### config.mk
export PLATFORM = sky130hd
export DESIGN_NAME = dcache_tag_store
export DESIGN_NICKNAME = d
export VERILOG_FILES = /design/src/common/dcache_cfg_pkg.sv /design/src/common/dcache_types_pkg.sv /design/src/dcache/dcache_tag_store.sv
export SDC_FILE = /design/constraint.sdc
export NUM_CORES = 2
export LEC_CHECK = 0
export ABC_AREA = 1
export BUFFER_PORTS_ARGS = -buffer_cell sky130_fd_sc_hd__clkbuf_2
export CAP_MARGIN = 20
export CELL_PAD_IN_SITES_DETAIL_PLACEMENT = 0
export CELL_PAD_IN_SITES_GLOBAL_PLACEMENT = 2
export CORE_AREA = 10 10 576 578
export DETAILED_ROUTE_END_ITERATION = 10
export DIE_AREA = 0 0 586 588
export PLACE_DENSITY = 0.51
export SYNTH_ARGS = -nofsm -noshare
export SYNTH_HDL_FRONTEND = slang
export SYNTH_SLANG_ARGS = --single-unit
export TNS_END_PERCENT = 50
### constraint.sdc
create_clock -name iCLOCK -period 7.5 [get_ports iCLOCK]
set_input_delay 0.75 -clock iCLOCK [delete_from_list [all_inputs] [get_ports iCLOCK]]
set_output_delay 0.75 -clock iCLOCK [all_outputs]
set_load 0.02 [all_outputs]
### src/common/dcache_cfg_pkg.sv
// ==========================================================
// L1 data cache geometry
// Address split and storage widths for the 4-way cache
// ==========================================================

package dcache_cfg_pkg;

	// Address split  tag | set | byte offset
	localparam int ADDR_W   = 32;
	localparam int OFFSET_W = 6;	// 64-byte line
	localparam int SET_W    = 4;	// 16 sets
	localparam int TAG_W    = 22;

	// Data path
	localparam int WORD_W         = 32;
	localparam int WORDS_PER_LINE = 16;
	localparam int LINE_W         = 512;

	// Associativity
	localparam int NUM_WAYS = 4;
	localparam int WAY_W    = 2;

endpackage

### src/common/dcache_types_pkg.sv
// ==========================================================
// L1 data cache stored data types
// Line view and tag status encoding
// ==========================================================

package dcache_types_pkg;

	import dcache_cfg_pkg::*;

	// One cache line, seen flat when written and as words when read
	typedef union packed {
		logic [LINE_W-1:0] flat;
		logic [WORDS_PER_LINE-1:0][WORD_W-1:0] words;	// Word 0 at bits 31:0
	} line_u;

	// Per-entry age, higher is more recently used
	localparam int STATUS_W = 2;

	localparam logic [STATUS_W-1:0] ST_INVALID = 2'd0;
	localparam logic [STATUS_W-1:0] ST_FLOOR   = 2'd1;	// Ageing stops here
	localparam logic [STATUS_W-1:0] ST_NEWEST  = 2'd3;

endpackage

### src/dcache/dcache_tag_store.sv
// ==========================================================
// L1 data cache tag store
// Tag and status arrays, read lookup, write way choice,
// timer based status ageing and whole-cache remove
// ==========================================================

`timescale 1ns/1ps

module dcache_tag_store
	import dcache_cfg_pkg::*;
	import dcache_types_pkg::*;
#(
	parameter int LRU_TIMER_W = 16
) (
	input  logic             iCLOCK,
	input  logic             inRESET,
	input  logic             remove,
	input  logic             advance,
	input  logic             rd_req,
	input  logic [ADDR_W-1:0] rd_addr,
	input  logic             wr_req,
	input  logic [ADDR_W-1:0] wr_addr,
	output logic             lookup_hit,
	output logic [WAY_W-1:0] lookup_way,
	output logic [WAY_W-1:0] wr_way
);

	logic [TAG_W-1:0]    tag_mem  [NUM_WAYS][2**SET_W];	// Address tags
	logic [STATUS_W-1:0] status_q [NUM_WAYS][2**SET_W];	// 0 means invalid

	logic [SET_W-1:0]       rd_set;
	logic [TAG_W-1:0]       rd_tag;
	logic [SET_W-1:0]       wr_set;
	logic [TAG_W-1:0]       wr_tag;
	logic                   wr_found;
	logic [LRU_TIMER_W-1:0] lru_timer;
	logic                   age_due;

	assign rd_set = rd_addr[OFFSET_W +: SET_W];
	assign rd_tag = rd_addr[ADDR_W-1 -: TAG_W];
	assign wr_set = wr_addr[OFFSET_W +: SET_W];
	assign wr_tag = wr_addr[ADDR_W-1 -: TAG_W];

	// Read hit, lowest matching valid way wins
	always_comb begin
		lookup_hit = 1'b0;
		lookup_way = '0;
		for (int w = 0; w < NUM_WAYS; w++) begin
			if (!lookup_hit && status_q[w][rd_set] != ST_INVALID &&
					tag_mem[w][rd_set] == rd_tag) begin
				lookup_hit = 1'b1;
				lookup_way = WAY_W'(w);
			end
		end
	end

	// Write way: same tag first, then the oldest status, lowest way first.
	// A stale tag on an invalid way still counts as a match.
	always_comb begin
		wr_found = 1'b0;
		wr_way   = WAY_W'(NUM_WAYS - 1);	// All ways newest
		for (int w = 0; w < NUM_WAYS; w++) begin
			if (!wr_found && tag_mem[w][wr_set] == wr_tag) begin
				wr_found = 1'b1;
				wr_way   = WAY_W'(w);
			end
		end
		for (int lvl = 0; lvl < int'(ST_NEWEST); lvl++) begin
			for (int w = 0; w < NUM_WAYS; w++) begin
				if (!wr_found && status_q[w][wr_set] == STATUS_W'(lvl)) begin
					wr_found = 1'b1;
					wr_way   = WAY_W'(w);
				end
			end
		end
	end

	// Ageing timer, frozen under hold
	assign age_due = &lru_timer;

	always_ff @(posedge iCLOCK or negedge inRESET) begin
		if (!inRESET) begin
			lru_timer <= '0;
		end else if (remove) begin
			lru_timer <= '0;
		end else if (advance) begin
			lru_timer <= lru_timer + 1'b1;
		end
	end

	// Tag field only changes on a line write
	always_ff @(posedge iCLOCK) begin
		if (wr_req) begin
			tag_mem[wr_way][wr_set] <= wr_tag;
		end
	end

	// Status update
	always_ff @(posedge iCLOCK or negedge inRESET) begin
		if (!inRESET) begin
			for (int w = 0; w < NUM_WAYS; w++) begin
				for (int s = 0; s < 2**SET_W; s++) begin
					status_q[w][s] <= ST_INVALID;
				end
			end
		end else if (remove) begin
			for (int w = 0; w < NUM_WAYS; w++) begin
				for (int s = 0; s < 2**SET_W; s++) begin
					status_q[w][s] <= ST_INVALID;
				end
			end
		end else if (wr_req) begin
			status_q[wr_way][wr_set] <= ST_NEWEST;	// Write beats read and ageing
		end else if (advance) begin
			for (int w = 0; w < NUM_WAYS; w++) begin
				for (int s = 0; s < 2**SET_W; s++) begin
					if (rd_req && lookup_hit && lookup_way == WAY_W'(w) &&
							rd_set == SET_W'(s)) begin
						status_q[w][s] <= ST_NEWEST;	// Hit entry refreshed
					end else if (age_due && status_q[w][s] > ST_FLOOR) begin
						status_q[w][s] <= status_q[w][s] - 1'b1;
					end
				end
			end
		end
	end

endmodule

======== Word level (Yosys, flattened, before mapping) ========
Memory sizes are Yosys's and may differ from the RTL's.
Index checks and enable logic that the tools add are counted.
word-level totals
  register bits after elaboration ......... 144
  memory bits (writable) .................. 1408
  input port bits ......................... 70
  output and inout port bits .............. 5
  logic and storage cells ................. 781
  memories kept ........................... 1
memory list
  name     words  bits a word  read ports  clocked after memory_dff  write ports  line                    source
  tag_mem  4      352          4           0                         1            dcache_tag_store.sv:28  logic [TAG_W-1:0] tag_mem [NUM_WAYS][2**SET_W];
cells by class
  $add $sub $neg .......................... 65
  magnitude comparators ................... 69
  eq/ne operators ......................... 34
  multiplexer cells ....................... 227
  bitwise operators ....................... 4
  reductions and logical operators ........ 316
operators by type and width
  kind                                                                   count
  22-bit binary-select mux with 4-bit select                             8
  128-bit 2-to-1 mux                                                     3
  22-bit 2-to-1 mux                                                      17
  352-bit 2-to-1 mux                                                     1
  2-bit 2-to-1 mux                                                       163
  4-bit nonzero test                                                     64
  22-bit equality test                                                   8
  1-bit logical AND                                                      157
  2-bit by 1-bit > comparator with 1-bit output, second input constant   64
  128-bit bitwise OR                                                     1
  2-bit AND reduction                                                    64
  2-bit by 1-bit subtractor with 2-bit output, second input constant     64
  22-bit demux with 4-bit select                                         1
  2-bit binary-select mux with 4-bit select                              8
  32-bit demux with 2-bit select                                         1
  4-bit equality test, second input constant                             8
  16-bit 2-to-1 mux                                                      2
  32-bit 2-to-1 mux                                                      1
  1-bit 2-to-1 mux                                                       21
  1-bit logical NOT                                                      18
  16-bit by 1-bit adder with 16-bit output, second input constant        1
  4-bit by 3-bit equality test with 1-bit output, second input constant  4
  16-bit AND reduction                                                   1
  2-bit equality test, second input constant                             6
  other kinds (14)                                                       29

======== Depth between registers and ports, before layout ========
  depth in word-level cells ............... 59
  depth in mapped cells ................... 31
  gate-level depth less buffers ........... 27

======== Worst setup path before layout ========
OpenSTA, ideal clock, no wires.
  path type ............................... in2reg
  from .................................... input port wr_addr[6]
  to ...................................... memory tag_mem[1][100] in the netlist's numbering (enable)
  setup time .............................. 401 ps
  arrival time ............................ 4366 ps
  data required time ...................... 7099 ps
  setup slack ............................. 2734 ps
  stages .................................. 25
  cells stage by stage .................... buf_4 -> inv_2 -> buf_2 -> buf_2 -> nand2_1 -> a21oi_1 -> o21ai_0 -> nand2_1 -> nor2_1 -> nor2_1 -> nor2_1 -> nand2_1 -> nor2_1 -> nand3_1 -> nand2_1 -> nor2_2 -> nand4_1 -> nor2_1 -> nand4_1 -> nor2_2 -> nand3_1 -> nand3_2 -> nand2_1 -> clkbuf_1 -> nor2_1
between the ends
  longest elaborated chain between the ends .. 51
  elaborated cells on any way between the ends .. 108
ends and longest elaborated chain
  item                                                   line                                                                    source
  start: declaration                                     dcache_tag_store.sv:22                                                  input logic [ADDR_W-1:0] wr_addr,
  4-bit NOT with 5-bit output (not written as such) (*)  dcache_tag_store.sv:63, dcache_tag_store.sv:70, dcache_tag_store.sv:94
  22-bit binary-select mux with 4-bit select             dcache_tag_store.sv:63                                                  if (!wr_found && tag_mem[w][wr_set] == wr_tag) begin
  22-bit 2-to-1 mux (not written as such) (2 in a row)   dcache_tag_store.sv:63
  22-bit equality test                                   dcache_tag_store.sv:63
  1-bit 2-to-1 mux                                       dcache_tag_store.sv:63
  1-bit logical NOT                                      dcache_tag_store.sv:63
  1-bit logical AND                                      dcache_tag_store.sv:63
  1-bit 2-to-1 mux                                       dcache_tag_store.sv:63
  [34 not listed]                                        --
  1-bit logical AND                                      dcache_tag_store.sv:70                                                  if (!wr_found && status_q[w][wr_set] == STATUS_W'(lvl)) begin
  1-bit 2-to-1 mux                                       dcache_tag_store.sv:70
  1-bit logical NOT                                      dcache_tag_store.sv:70
  1-bit logical AND                                      dcache_tag_store.sv:70
  1-bit 2-to-1 mux                                       dcache_tag_store.sv:70
  1-bit logical NOT                                      dcache_tag_store.sv:70
  1-bit logical AND                                      dcache_tag_store.sv:70
  2-bit 2-to-1 mux                                       dcache_tag_store.sv:70
  end: declaration                                       dcache_tag_store.sv:28
Every way passes the cells marked *; elsewhere a longest branch is shown, timed or not. The select of a mux whose other input is x is not followed.

======== Worst setup path in the final report ========
  from .................................... input port wr_addr[6]
  to ...................................... output port wr_way[0]
between the ends
  longest elaborated chain between the ends .. 51
  elaborated cells on any way between the ends .. 102
ends and longest elaborated chain
  item                                                   line                                            source
  4-bit NOT with 5-bit output (not written as such) (*)  dcache_tag_store.sv:63, dcache_tag_store.sv:70
  22-bit binary-select mux with 4-bit select             dcache_tag_store.sv:63
  22-bit 2-to-1 mux (not written as such) (2 in a row)   dcache_tag_store.sv:63
  22-bit equality test                                   dcache_tag_store.sv:63
  1-bit 2-to-1 mux                                       dcache_tag_store.sv:63
  1-bit logical NOT                                      dcache_tag_store.sv:63
  1-bit logical AND                                      dcache_tag_store.sv:63
  1-bit 2-to-1 mux                                       dcache_tag_store.sv:63
  [34 not listed]                                        --
  1-bit logical AND                                      dcache_tag_store.sv:70
  1-bit 2-to-1 mux                                       dcache_tag_store.sv:70
  1-bit logical NOT                                      dcache_tag_store.sv:70
  1-bit logical AND                                      dcache_tag_store.sv:70
  1-bit 2-to-1 mux                                       dcache_tag_store.sv:70
  1-bit logical NOT                                      dcache_tag_store.sv:70
  1-bit logical AND                                      dcache_tag_store.sv:70
  2-bit 2-to-1 mux (*)                                   dcache_tag_store.sv:70
  end: declaration                                       dcache_tag_store.sv:25                          output logic [WAY_W-1:0] wr_way
Marked as above.

==> metrics <==
FILL cells=approximately 33000; final hold viol count=0; Leak=0.03599 uW; cell mode on critical path=nand2_1; Setup crit end kind=output pin; Synth Area in Adders=1.022%; worst path arrival time=5.74 ns; Period Utilization, post-route=86.49%; Hold Buf Count CTS=1; syn_area_per_cell=around 9.0 um^2; port bufs=62; Cell Pwr Density=about 240 nW/um^2; GRT Total Usage=23.24%; Post-layout nets=9085; most frequent cells after synthesis=nand2_1, edfxtp_1, a22oi_1; grt ovf=0; type of origin of the critical path=input pin; max-cap viol count=0; proportion of synthesized area in mux cells=0%; setup violators final=0; ys async rst share=a little under a tenth; outcome=completed; Crit-path slowest cell=nand3_1; Peak supply drop=between 0.15 and 0.2 mV; top post-synthesis cells by area=edfxtp_1, nand2_1, a22oi_1, dfrtp_1, a21oi_1; Buf+Inv Stages, Crit Path=6; Initial Util=between 20% and 30%; Routed WL=417100 um; cts bufs inserted=203; Sink Count=1552; initial antenna violation count=48; share of layout cells above drive strength 1=9.814%; DPL Wire Length=about 250000 um; die height=roughly 600 um; critical path type=in -> out; Ports=75; Area growth syn-to-layout=18.53%; number of enable flip-flop cells after synthesis=1408; die width=586 um; worst-path cell chain=buf_8 -> inv_8 -> buf_12 -> nand2_1 -> a21oi_1 -> o21ai_0 -> nand2_1 -> o21ai_0 -> nand2_1 -> nor2_1 -> nand2_1 -> nor2_1 -> nand3_1 -> nand2_1 -> o21ai_0 -> a21oi_1 -> o21ai_1 -> nor2_1 -> nand2_1 -> a21oi_4 -> nand2_4 -> buf_4 -> inv_1 -> clkbuf_2; unrepaired setup endpoints after global routing=no; max incr delay on CP=0.43 ns; syn nets=approximately 9000; Cell Area, Synth=around 80000 um^2; footprint of the multi-input gates=31000 um^2; Ys Warns=0; CTS clk-pin slew, worst paths=about 0.060 ns; setup repair bufs after CTS=0; CTS Buffer Depth=4; routed len/inst=31.31 um; Final Power=roughly 22000 uW; DR DRC count=0; FF+latch count, synth=between 1500 and 2000; required time worst endpoint=between 6 and 7 ns; Synth area leader=edfxtp_1; 1st-pass router iterations=8; Worst slew margin=15.14%; Initial DRC Count=6638; Synth Instances=8817; Crit path max-delay family=simple AND/OR/NAND/NOR gates; largest net degree at the start of global routing=between 100 and 150; Vias/cell=5.183; post_cts resized=0; HP Class=in -> reg; Post-Synth Simple-Gate Area=23.63%; largest family of logic cells by synthesized area=simple AND/OR/NAND/NOR gates; minimum clock period=6.487 ns; most common cell in the netlist=nand2_1; post-synth top area share=53.15%; max-slew violations=0; Die Area=344600 um^2; Cell variety after synth=49; Post-Synth XOR/XNOR Area=less than 1%; Crit Path Max Fanout=45; worst-skew pair later-pin latency=0.90 ns; CTS tree=built; # rows=~210; placer congestion estimate=roughly 0.80; remaining antenna violation count=0; first-pass GRT wire length=564600 um; root buf cell=clkbuf_16; register area=about 46000 um^2; compound-gate portion of the synthesized area=13.20%; Tightest Pin Transition=1.273 ns; Final Skew=0.04953 ns; setup TNS=0 ns; H-tree depth=4; Final Util=29.45%; fmax=154.2 MHz; vias in the first global route=67585; core area=320100 um^2; ys flop type=edfxtp_1; sequential area share after synthesis=between 50% and 60%; Vias=69053
[cell type report]
class / instances / area share, %
timing repair buffer: 454 / 5.203
inverter: 255 / 1.074
multi-input combinational: 6484 / 32.88
clock buffer: 262 / 5.713
tap: 4200 / 5.574
antenna: 25 / 0.06635
sequential: 1552 / 48.67
clock inverter: 92 / 0.8228
[worst paths after layout]
check | startpoint | slack (ns) | end | cells after the start
worst max register to register | tag_mem[0][163]$_DFFE_PP_ | 2.09 | tag_mem[2][202]$_DFFE_PP_ | 23
worst min-delay path | advance | 0.21 | lru_timer[0]$_DFFE_PN0P_ | 3
worst min register to register | lru_timer[8]$_DFFE_PN0P_ | 0.49 | lru_timer[8]$_DFFE_PN0P_ | 1
worst max-delay path | wr_addr[6] | 1.01 | wr_way[0] | 24
max in group asynchronous | inRESET | 6.04 | status_q[16]$_DFFE_PN0P_ | 3
min in group asynchronous | inRESET | 0.30 | status_q[45]$_DFFE_PN0P_ | 2
[registers in the layout (all words and copies together) (netlist names)]
signal / flops
tag_mem: 1408
lru_timer: 16
status_q: 128
[stage by stage]
stage	instance area, um^2	hold WS (ns)	setup WS, ns	std cells
4_1_cts	94220	0.1394	1.119	13299
6_report	94290	0.2122	1.013	13324
5_1_grt	94230	0.2202	0.7800	13303
3_5_place_dp	88050	0.4922	0.6784	12944
3_3_place_gp	87990	0.4932	0.6332	12940
2_1_floorplan	79540	0.4544	2.734	8817
[cell usage in the layout, fill, tap and decap left out, types with 144 or more instances in the layout]
cell type,count
nand2_1,3440
edfxtp_1,1408
a22oi_1,716
a21oi_1,598
nor2_1,564
nand3_1,318
buf_4,264
inv_1,235
o21ai_0,225
clkbuf_16,207
dfrtp_1,144
[layer usage]
layer | GRT usage (%) | vias up | wire [um]
met5 | 0 | - | 21
li1 | - | 31075 | -
met1 | 31.32 | 34988 | 183300
met3 | 2.708 | 555 | 22480
met2 | 38.72 | 2431 | 196000
met4 | 7.704 | 4 | 15350
[cell families after synthesis]
| logic type | after synthesis |
|---|---|
| xor+xnor | 34 |
| compound gates | 1686 |
| simple gates | 4699 |
| buf+inv | 781 |
| fa+ha+maj | 65 |
| flops | 1552 |
[worst reg2reg max path, stage by stage (launching register included)]
cell and delay (ns):
edfxtp_1 0.39, nand2_1 0.08, a21oi_1 0.05, o21ai_0 0.20, nand2_1 0.11, nor2_1 0.10, nand2_1 0.05, nand2_1 0.13
nor2_1 0.05, nand2_1 0.14, nor2_1 0.12, nand3_1 0.39, nand2_1 0.32, nor2_2 0.39, nand4_1 0.19, nor2_1 0.19
nand4_1 0.12, nor2_2 0.22, nand4_1 0.18, nand2_4 0.19, nand2_1 0.15, buf_12 0.19, nor2_4 0.79, buf_4 0.36
[power breakdown]
| part | internal, uW | switching [uW] |
|---|---|---|
| combinational | 864 | 2410 |
| clock | 5430 | 3980 |
| sequential | 9640 | 106 |
No activity file was read; power rests on OpenSTA's default activity.
